File: src/rtl/rvIsaPkg.sv
// RISC-V integer ISA definitions
package rvIsaPkg;

	localparam int XLEN = 32;

	typedef logic [XLEN-1:0] wordT;
	typedef logic [4:0]      regAddrT;
	typedef logic [XLEN-3:0] wordAddrT;   // Byte address minus the low two bits

	typedef enum logic [6:0] {
		OP     = 7'b0110011,
		OPIMM  = 7'b0010011,
		LOAD   = 7'b0000011,
		STORE  = 7'b0100011,
		BRANCH = 7'b1100011,
		JAL    = 7'b1101111
	} opcodeT;

	// Same bits as {funct7[5], funct3} of a register op
	typedef enum logic [3:0] {
		ALU_ADD = 4'b0000,
		ALU_SUB = 4'b1000,
		ALU_SLL = 4'b0001,
		ALU_SLT = 4'b0010,
		ALU_XOR = 4'b0100,
		ALU_SRL = 4'b0101,
		ALU_SRA = 4'b1101,
		ALU_OR  = 4'b0110,
		ALU_AND = 4'b0111
	} aluOpT;

	typedef struct packed {
		logic [6:0] funct7;
		regAddrT    rs2;
		regAddrT    rs1;
		logic [2:0] funct3;
		regAddrT    rd;
		opcodeT     opcode;
	} rViewT;

	// Store and branch split their immediate around rs1/rs2
	typedef struct packed {
		logic [6:0] immHi;
		regAddrT    rs2;
		regAddrT    rs1;
		logic [2:0] funct3;
		logic [4:0] immLo;
		opcodeT     opcode;
	} sbViewT;

	typedef union packed {
		rViewT  r;
		sbViewT sb;
	} instrT;

	localparam wordT NOP_INSTR = 32'h0000_0013;   // addi x0, x0, 0

endpackage

File: src/rtl/rvPipePkg.sv
// Pipeline register and port types
package rvPipePkg;
	import rvIsaPkg::*;

	typedef struct packed {
		logic regWrite;
		logic memRead;
		logic memWrite;
		logic memToReg;
		logic aluSrc;     // Immediate as second operand
		logic isJal;
		logic branchEq;
		logic branchNe;
	} ctrlT;

	typedef struct packed {
		wordT  pc;
		instrT instr;
	} ifIdT;

	typedef struct packed {
		ctrlT    ctrl;
		aluOpT   aluOp;
		regAddrT rs1;
		regAddrT rs2;
		regAddrT rd;
		wordT    rs1Data;
		wordT    rs2Data;
		wordT    imm;
		wordT    pcPlus4;
	} idExT;

	typedef struct packed {
		ctrlT    ctrl;
		regAddrT rd;
		wordT    aluResult;
		wordT    storeData;
		wordT    pcPlus4;
	} exMemT;

	// Only what writeback still needs
	typedef struct packed {
		logic    regWrite;
		logic    memToReg;
		logic    isJal;
		regAddrT rd;
		wordT    aluResult;
		wordT    loadData;
		wordT    pcPlus4;
	} memWbT;

	typedef struct packed {
		logic     read;
		logic     write;
		wordAddrT addr;
		wordT     wdata;
	} dmemReqT;

	typedef enum logic [1:0] {
		FWD_NONE     = 2'd0,
		FWD_FROM_MEM = 2'd1,
		FWD_FROM_WB  = 2'd2
	} fwdSelT;

endpackage

File: src/rtl/rvAlu.sv
// Integer ALU
module rvAlu (
	input  rvIsaPkg::wordT  a,
	input  rvIsaPkg::wordT  b,
	input  rvIsaPkg::aluOpT op,
	output rvIsaPkg::wordT  y
);
	import rvIsaPkg::*;

	logic [4:0] shamt;

	assign shamt = b[4:0];

	always_comb begin
		case (op)
			ALU_ADD: y = a + b;
			ALU_SUB: y = a - b;
			ALU_SLL: y = a << shamt;
			ALU_SLT: y = {{(XLEN-1){1'b0}}, $signed(a) < $signed(b)};
			ALU_XOR: y = a ^ b;
			ALU_SRL: y = a >> shamt;
			ALU_SRA: y = wordT'($signed(a) >>> shamt);   // Sign fill
			ALU_OR:  y = a | b;
			ALU_AND: y = a & b;
			default: y = a + b;
		endcase
	end

endmodule

File: src/rtl/rvCore.sv
// Five-stage RISC-V core
module rvCore (
	input  logic               clk,
	input  logic               rst_n,
	output rvIsaPkg::wordAddrT imemAddr,
	input  rvIsaPkg::wordT     imemRdata,
	input  logic               imemStall,
	output rvPipePkg::dmemReqT dmemReq,
	input  rvIsaPkg::wordT     dmemRdata,
	input  logic               dmemStall
);
	import rvIsaPkg::*;
	import rvPipePkg::*;

	logic   hold;   // Memory back-pressure
	wordT   pc;
	ifIdT   ifId;
	idExT   idEx;
	idExT   idExNext;
	exMemT  exMem;
	memWbT  memWb;
	ctrlT   idCtrl;
	aluOpT  idAluOp;
	wordT   idImm;
	wordT   idRs1Data;
	wordT   idRs2Data;
	wordT   branchTarget;
	logic   regsEqual;
	logic   redirect;
	fwdSelT fwdA;
	fwdSelT fwdB;
	logic   stallFront;
	logic   bubble;
	wordT   memFwdData;
	wordT   opA;
	wordT   opB;
	wordT   aluB;
	wordT   aluResult;
	wordT   wbData;

	function automatic wordT fwdMux(fwdSelT sel, wordT regVal, wordT memVal, wordT wbVal);
		case (sel)
			FWD_FROM_MEM: return memVal;
			FWD_FROM_WB:  return wbVal;
			default:      return regVal;
		endcase
	endfunction

	assign hold = imemStall | dmemStall;

	// ==============================
	// Fetch
	// ==============================
	assign imemAddr = pc[XLEN-1:2];

	always_ff @(posedge clk) begin
		if (!rst_n) begin
			pc         <= '0;
			ifId.pc    <= '0;
			ifId.instr <= NOP_INSTR;
		end else if (!hold && !stallFront) begin
			pc         <= redirect ? branchTarget : pc + 32'd4;
			ifId.pc    <= pc;
			ifId.instr <= redirect ? NOP_INSTR : imemRdata;   // Squash wrong-path fetch
		end
	end

	// ==============================
	// Decode
	// ==============================
	rvDecoder decoder0 (.instr(ifId.instr), .ctrl(idCtrl), .aluOp(idAluOp), .imm(idImm));

	rvRegFile regFile0 (
		.clk     (clk),
		.rst_n   (rst_n),
		.rs1     (ifId.instr.r.rs1),
		.rs2     (ifId.instr.r.rs2),
		.wrEn    (memWb.regWrite && !hold),
		.wrAddr  (memWb.rd),
		.wrData  (wbData),
		.rs1Data (idRs1Data),
		.rs2Data (idRs2Data)
	);

	assign regsEqual    = idRs1Data == idRs2Data;
	assign branchTarget = ifId.pc + idImm;
	// No redirect while sources are still in flight
	assign redirect = !stallFront && (idCtrl.isJal ||
		(idCtrl.branchEq && regsEqual) || (idCtrl.branchNe && !regsEqual));

	rvHazardUnit hazard0 (
		.idInstr    (ifId.instr),
		.idEx       (idEx),
		.exMem      (exMem),
		.memWb      (memWb),
		.fwdA       (fwdA),
		.fwdB       (fwdB),
		.stallFront (stallFront),
		.bubble     (bubble)
	);

	always_comb begin
		idExNext.ctrl = idCtrl;
		if (bubble)
			idExNext.ctrl = '0;
		idExNext.aluOp   = idAluOp;
		idExNext.rs1     = ifId.instr.r.rs1;
		idExNext.rs2     = ifId.instr.r.rs2;
		idExNext.rd      = ifId.instr.r.rd;
		idExNext.rs1Data = idRs1Data;
		idExNext.rs2Data = idRs2Data;
		idExNext.imm     = idImm;
		idExNext.pcPlus4 = ifId.pc + 32'd4;   // Link value for jal
	end

	always_ff @(posedge clk) begin
		if (!rst_n)
			idEx <= '0;
		else if (!hold)
			idEx <= idExNext;
	end

	// ==============================
	// Execute
	// ==============================
	assign memFwdData = exMem.ctrl.isJal ? exMem.pcPlus4 : exMem.aluResult;
	assign opA  = fwdMux(fwdA, idEx.rs1Data, memFwdData, wbData);
	assign opB  = fwdMux(fwdB, idEx.rs2Data, memFwdData, wbData);
	assign aluB = idEx.ctrl.aluSrc ? idEx.imm : opB;

	rvAlu alu0 (.a(opA), .b(aluB), .op(idEx.aluOp), .y(aluResult));

	always_ff @(posedge clk) begin
		if (!rst_n) begin
			exMem <= '0;
		end else if (!hold) begin
			exMem.ctrl      <= idEx.ctrl;
			exMem.rd        <= idEx.rd;
			exMem.aluResult <= aluResult;
			exMem.storeData <= opB;   // Forwarded rs2
			exMem.pcPlus4   <= idEx.pcPlus4;
		end
	end

	// ==============================
	// Memory and writeback
	// ==============================
	assign dmemReq.read  = exMem.ctrl.memRead;
	assign dmemReq.write = exMem.ctrl.memWrite;
	assign dmemReq.addr  = exMem.aluResult[XLEN-1:2];
	assign dmemReq.wdata = exMem.storeData;

	always_ff @(posedge clk) begin
		if (!rst_n) begin
			memWb <= '0;
		end else if (!hold) begin
			memWb.regWrite  <= exMem.ctrl.regWrite;
			memWb.memToReg  <= exMem.ctrl.memToReg;
			memWb.isJal     <= exMem.ctrl.isJal;
			memWb.rd        <= exMem.rd;
			memWb.aluResult <= exMem.aluResult;
			memWb.loadData  <= dmemRdata;
			memWb.pcPlus4   <= exMem.pcPlus4;
		end
	end

	assign wbData = memWb.isJal ? memWb.pcPlus4 :
		memWb.memToReg ? memWb.loadData : memWb.aluResult;

endmodule

File: src/rtl/rvDecoder.sv
// Instruction decoder
module rvDecoder (
	input  rvIsaPkg::instrT instr,
	output rvPipePkg::ctrlT ctrl,
	output rvIsaPkg::aluOpT aluOp,
	output rvIsaPkg::wordT  imm
);
	import rvIsaPkg::*;

	wordT immI;
	wordT immShamt;
	wordT immS;
	wordT immB;
	wordT immJ;
	logic isShift;
	logic isSrai;

	// I and J fields come from the R view
	assign immI     = {{20{instr.r.funct7[6]}}, instr.r.funct7, instr.r.rs2};
	assign immShamt = {27'b0, instr.r.rs2};
	assign immJ     = {{12{instr.r.funct7[6]}}, instr.r.rs1, instr.r.funct3, instr.r.rs2[0],
		instr.r.funct7[5:0], instr.r.rs2[4:1], 1'b0};

	// S and B fields come from the split view
	assign immS = {{20{instr.sb.immHi[6]}}, instr.sb.immHi, instr.sb.immLo};
	assign immB = {{20{instr.sb.immHi[6]}}, instr.sb.immLo[0], instr.sb.immHi[5:0],
		instr.sb.immLo[4:1], 1'b0};

	assign isShift = instr.r.funct3[1:0] == 2'b01;   // slli, srli, srai
	assign isSrai  = instr.r.funct3 == 3'b101 && instr.r.funct7[5];

	always_comb begin
		ctrl  = '0;
		aluOp = ALU_ADD;   // Address and link paths just add
		imm   = immI;
		case (instr.r.opcode)
			OP: begin
				ctrl.regWrite = 1'b1;
				aluOp = aluOpT'({instr.r.funct7[5], instr.r.funct3});
			end
			OPIMM: begin
				ctrl.regWrite = 1'b1;
				ctrl.aluSrc   = 1'b1;
				imm   = isShift ? immShamt : immI;
				aluOp = aluOpT'({isSrai, instr.r.funct3});
			end
			LOAD: begin
				ctrl.regWrite = 1'b1;
				ctrl.memRead  = 1'b1;
				ctrl.memToReg = 1'b1;
				ctrl.aluSrc   = 1'b1;
			end
			STORE: begin
				ctrl.memWrite = 1'b1;
				ctrl.aluSrc   = 1'b1;
				imm = immS;
			end
			BRANCH: begin
				ctrl.branchEq = instr.r.funct3 == 3'b000;
				ctrl.branchNe = instr.r.funct3 == 3'b001;
				imm = immB;
			end
			JAL: begin
				ctrl.regWrite = 1'b1;
				ctrl.isJal    = 1'b1;
				imm = immJ;
			end
			default: begin
				ctrl = '0;   // Unsupported opcode acts as a NOP
			end
		endcase
	end

endmodule

File: src/rtl/rvHazardUnit.sv
// Forwarding and stall control
module rvHazardUnit (
	input  rvIsaPkg::instrT   idInstr,
	input  rvPipePkg::idExT   idEx,
	input  rvPipePkg::exMemT  exMem,
	input  rvPipePkg::memWbT  memWb,
	output rvPipePkg::fwdSelT fwdA,
	output rvPipePkg::fwdSelT fwdB,
	output logic              stallFront,
	output logic              bubble
);
	import rvIsaPkg::*;
	import rvPipePkg::*;

	regAddrT idRs1;
	regAddrT idRs2;
	logic    exWrites;
	logic    memWrites;
	logic    wbWrites;
	logic    loadUse;
	logic    branchSrc;

	// Newest producer wins
	function automatic fwdSelT pickFwd(regAddrT rs, regAddrT memRd, logic memW,
		regAddrT wbRd, logic wbW);
		if (memW && memRd == rs)
			return FWD_FROM_MEM;
		if (wbW && wbRd == rs)
			return FWD_FROM_WB;
		return FWD_NONE;
	endfunction

	assign idRs1 = idInstr.r.rs1;
	assign idRs2 = idInstr.r.rs2;

	assign exWrites  = idEx.ctrl.regWrite && idEx.rd != '0;
	assign memWrites = exMem.ctrl.regWrite && exMem.rd != '0;
	assign wbWrites  = memWb.regWrite && memWb.rd != '0;

	assign fwdA = pickFwd(idEx.rs1, exMem.rd, memWrites, memWb.rd, wbWrites);
	assign fwdB = pickFwd(idEx.rs2, exMem.rd, memWrites, memWb.rd, wbWrites);

	// Load data is not ready until writeback
	assign loadUse = idEx.ctrl.memRead && idEx.rd != '0 &&
		(idEx.rd == idRs1 || idEx.rd == idRs2);

	// Branch compares in decode, so producers in EX or MEM must drain first
	assign branchSrc = idInstr.r.opcode == BRANCH &&
		((exWrites && (idEx.rd == idRs1 || idEx.rd == idRs2)) ||
		 (memWrites && (exMem.rd == idRs1 || exMem.rd == idRs2)));

	assign stallFront = loadUse || branchSrc;
	assign bubble     = loadUse || branchSrc;

endmodule

File: src/rtl/rvRegFile.sv
// Register file with write-through
module rvRegFile (
	input  logic              clk,
	input  logic              rst_n,
	input  rvIsaPkg::regAddrT rs1,
	input  rvIsaPkg::regAddrT rs2,
	input  logic              wrEn,
	input  rvIsaPkg::regAddrT wrAddr,
	input  rvIsaPkg::wordT    wrData,
	output rvIsaPkg::wordT    rs1Data,
	output rvIsaPkg::wordT    rs2Data
);
	import rvIsaPkg::*;

	wordT regs [1:31];   // x0 has no storage

	function automatic wordT readPort(regAddrT addr);
		if (addr == '0)
			return '0;
		if (wrEn && wrAddr == addr)
			return wrData;   // Writeback bypass
		return regs[addr];
	endfunction

	always_comb begin
		rs1Data = readPort(rs1);
		rs2Data = readPort(rs2);
	end

	always_ff @(posedge clk) begin
		if (!rst_n) begin
			for (int i = 1; i < 32; i++)
				regs[i] <= '0;
		end else if (wrEn && wrAddr != '0) begin
			regs[wrAddr] <= wrData;
		end
	end

endmodule
File: config.mk
export PLATFORM = sky130hd
export DESIGN_NAME = rvCore
export DESIGN_NICKNAME = d
export VERILOG_FILES = /design/src/rtl/rvIsaPkg.sv /design/src/rtl/rvPipePkg.sv /design/src/rtl/rvAlu.sv /design/src/rtl/rvCore.sv /design/src/rtl/rvDecoder.sv /design/src/rtl/rvHazardUnit.sv /design/src/rtl/rvRegFile.sv
export SDC_FILE = /design/constraint.sdc
export NUM_CORES = 2
export LEC_CHECK = 0
export ABC_CLOCK_PERIOD_IN_PS = 9200
export BUFFER_PORTS_ARGS = -buffer_cell sky130_fd_sc_hd__buf_2
export CORE_ASPECT_RATIO = 1.4
export CORE_MARGIN = 4
export CORE_UTILIZATION = 55
export CTS_BUF_LIST = sky130_fd_sc_hd__clkbuf_16
export DETAILED_ROUTE_END_ITERATION = 8
export HOLD_SLACK_MARGIN = 0.02
export PLACE_DENSITY_LB_ADDON = 0.08
export SETUP_SLACK_MARGIN = 0.2
export SLEW_MARGIN = 30
export SYNTH_ARGS = -nofsm -noshare
export SYNTH_HDL_FRONTEND = slang
export SYNTH_SLANG_ARGS = --single-unit
File: constraint.sdc
create_clock -name clk -period 9.2 [get_ports clk]
set_clock_uncertainty 0.05 [all_clocks]
set_input_delay 0.92 -clock clk [delete_from_list [all_inputs] [get_ports clk]]
set_output_delay 0.92 -clock clk [all_outputs]
set_load 0.02 [all_outputs]
==> summary.md <==
Summing the areas of all compound-gate instances in the mapped netlist gives 11.8% of the synthesized area. For flop-to-flop paths, the worst setup slack is 1.85 ns. After Yosys synthesis, full adders, half adders and majority gates account for 2.00% of the synthesized area.

The tools report the total via count after detailed routing as 68500. The average instance area after synthesis came out at 10.5 sq um. The critical path data arrival time was 7.98 ns; the register area share after synthesis was 47.4%.

The number of global-route vias before repair was 66800; the count of hold-fix buffers inserted at cts was 0. The final critical path time including I/O delays and setup came out at 7.35 ns. The count of distinct cell types in the synthesized netlist is 98. The DRC violation total after the first TritonRoute iteration is 9450. Simple-gate portion of the synthesized area: 13.6%. The share of cells above drive strength 1 works out to 15.8%. Data required time of the worst path: 9.83 ns. Setup repair after global routing left no endpoint under its margin.

STA classifies the critical path endpoint as a flop. The logs give 16 for the number of antenna violations at the first check in global routing and 0 for the count of final max-slew check failures. Yosys mapped a number of flops with a built-in enable equal to 1024. TritonCTS built the clock tree. In the final routed layout, each cell accounts on average for 34.3 um. For the DRC violation count after routing, the log shows 0. In this run the worst path has a maximum fanout of 32. For the final routed database, the setup TNS stands at 0 ns. Synthesis handed over a netlist of 8017 instances.

The floorplan step defined a die boundary enclosing 159000 sq um. After floorplanning, the core was divided into 169 placement rows. The tightest hold path in the finished design has a slack of 0.292 ns. The number of synthesized register bits was 1480. Leaving out fill and tap cells, the most frequent cell in the layout is nor2_1. The count of buffers inserted at the top-level ports works out to 161.

In the synthesized netlist the async set-or-reset flop fraction comes to 0%. The number of hold violations in the final report came out at 0. The width of the die was 339 um. Yosys printed 0 warnings. The first detailed-routing pass ran for 8 iterations.

The run finished with clean final reports. The kind of critical path is reg -> reg. The tool flagged a number of max-cap violations equal to 0. The worst-case IR drop observed on VDD is 0.184 mV. In this run the standard cell core region covers 152000 sq um. The tree built by TritonCTS fans out to 1480 sinks.

Global routing consumed, over all layers together, 41.7% of the routing resources. For this design the ratio of total power to cell area is 172 nW/um^2. Timing would allow up to 136 MHz. In this run the cell area of the synthesized design comes to 84200 sq um. Headroom to the max-slew limit came out at 24.9%.

Final net count: 8005. Among all flip-flop cells after synthesis, the most frequent one is edfxtp_1. The min-delay analysis places its worst path in the category in -> reg. In this run the remaining antenna-violating nets after routing total 0. At the later pin of the worst-skew pair, clock insertion delay measures 0.82 ns. Compared with the post-synthesis result, the final layout area differs by 7.64%.

Leaving out fill and tap cells, the most frequent cells in the layout are nor2_1, edfxtp_1, nand2_1, a21oi_1, mux4_2. Measured along the y axis, the die boundary spans 471 um. Wires add up to 339000 um. The post-CTS resize count was 0; the post-CTS setup buffer count was 0. The weighted congestion reported at the end of routability-driven placement is 1.05, and the clock slew seen by the registers of the worst setup and hold paths is 0.07 ns.

The logs give 9892 for the post-route non-filler standard cell count and 0 for the leftover overflow at the end of global routing. The number of placed instances, taps included, is 9618. The proportion of synthesized area in mux cells is 18.3%. The pin count of the biggest net entering global routing was 196. The logs give 31.2 nW for the standby leakage power and 0 for the final count of negative-setup-slack endpoints. The clock root buffer is clkbuf_16.

Slew at the pin closest to its max-slew limit: 1.13 ns. The first global-routing pass estimated 480000 um of wire. For the starting utilization of the core area, the log shows 55.4%. The HPWL after detailed placement is 228000 um.

The detail-routed via count per cell is 6.92, and the number of ports placed on the die boundary is 162. Share of the cycle needed by the critical path after routing: 79.9%. Critical path startpoint category: a flop. The number of clock buffers added by TritonCTS is 149.

Summing the areas of all xor and xnor instances in the mapped netlist gives 1.44% of the synthesized area. Buffer levels on the longest clock path: 3. The main combinational cell family by area after synthesis was multiplexers. CTS built an H-tree with a depth of 4.
synthesized netlist by cell type, types with 100 or more instances:
cell type  number  area (sq um)
buf_4         119           893
nand2_1       915          3430
nand3_1       110           551
mux4_2        459         10300
nor3_1        100           500
mux2i_1       464          4640
nor2_1       1377          5170
a211oi_1      102           766
inv_1         154           578
clkbuf_1      479          1800
dfxtp_1       456          9130
o21ai_0       220          1100
edfxtp_1     1024         30700
a21oi_1       603          3020
ha_1          130          1630
worst max-delay path, stage by stage, from the launching register on:
cell,delay [ns]
dfxtp_1,0.66
nor3_2,0.16
a31o_2,0.32
nor4_4,0.30
buf_4,0.53
mux2_2,0.45
o31ai_4,0.27
inv_2,0.40
ha_1,0.38
fa_1,0.47
nor2b_1,0.14
o21ai_0,0.13
a21boi_0,0.22
o21ai_0,0.14
a21oi_1,0.30
o21ai_0,0.19
nand3_1,0.13
o211ai_1,0.28
o31ai_1,0.66
a41o_1,0.34
a31oi_1,0.16
a22o_1,0.28
a21oi_1,0.15
a21oi_1,0.08
registers in the layout, summed over array words and instances, names as in the netlist, named ones only:
name / flops
regFile0.regs: 1024
idEx: 141
memWb: 104
dmemReq: 64
ifId: 49
exMem: 41
pc: 32
idExNext: 15
final timing paths:
check | start | to | cells after the start
max | memWb[98] | dmemReq[60] | 23
min | dmemRdata[14] | memWb[46] | 3
min reg2reg | ifId[25] | ifId[25] | 2
max reg2reg | memWb[98] | dmemReq[60] | 23
kinds of logic after synthesis:
family,Yosys count
buf+inv,970
mux,957
compound gates,1570
fa+ha+maj,133
simple gates,2768
flops,1480
other cells,1
xor+xnor,138
routing by layer:
metal,vias up,GRT usage [%],wire length [um]
met5,-,0,126
met1,33700,47.9,112000
met2,4614,67.5,158000
met3,1419,9.78,35200
li1,28700,-,-
met4,18,32.5,32900
area by class of cell:
type | count | area [sq um]
inverter | 164 | 623
tap | 1966 | 2460
multi-input combinational | 5598 | 40100
clock inverter | 107 | 744
fill | 12800 | 61200
timing repair buffer | 411 | 2830
clock buffer | 158 | 3950
antenna | 8 | 20.0
sequential | 1480 | 39900
report_power, final:
group / switching [mW] / internal [mW] / total [mW]
clock network: 2.72 / 3.32 / 6.04
registers: 0.181 / 7.31 / 7.49
logic: 1.34 / 0.678 / 2.02
total: 4.24 / 11.3 / 15.5
stage by stage:
stage	setup slack, ns	util (%)	instance area [sq um]	total power, mW
final	1.85	59.7	90600	15.5
after global routing	1.32	59.7	90600	15.9
after CTS	1.98	59.6	90500	15.5
after detailed placement	2.00	56.5	85800	9.57
after global placement	2.09	56.5	85800	9.55
after floorplan	2.94	-	84300	8.82
Note: power is estimated with default switching activity, not from simulation.
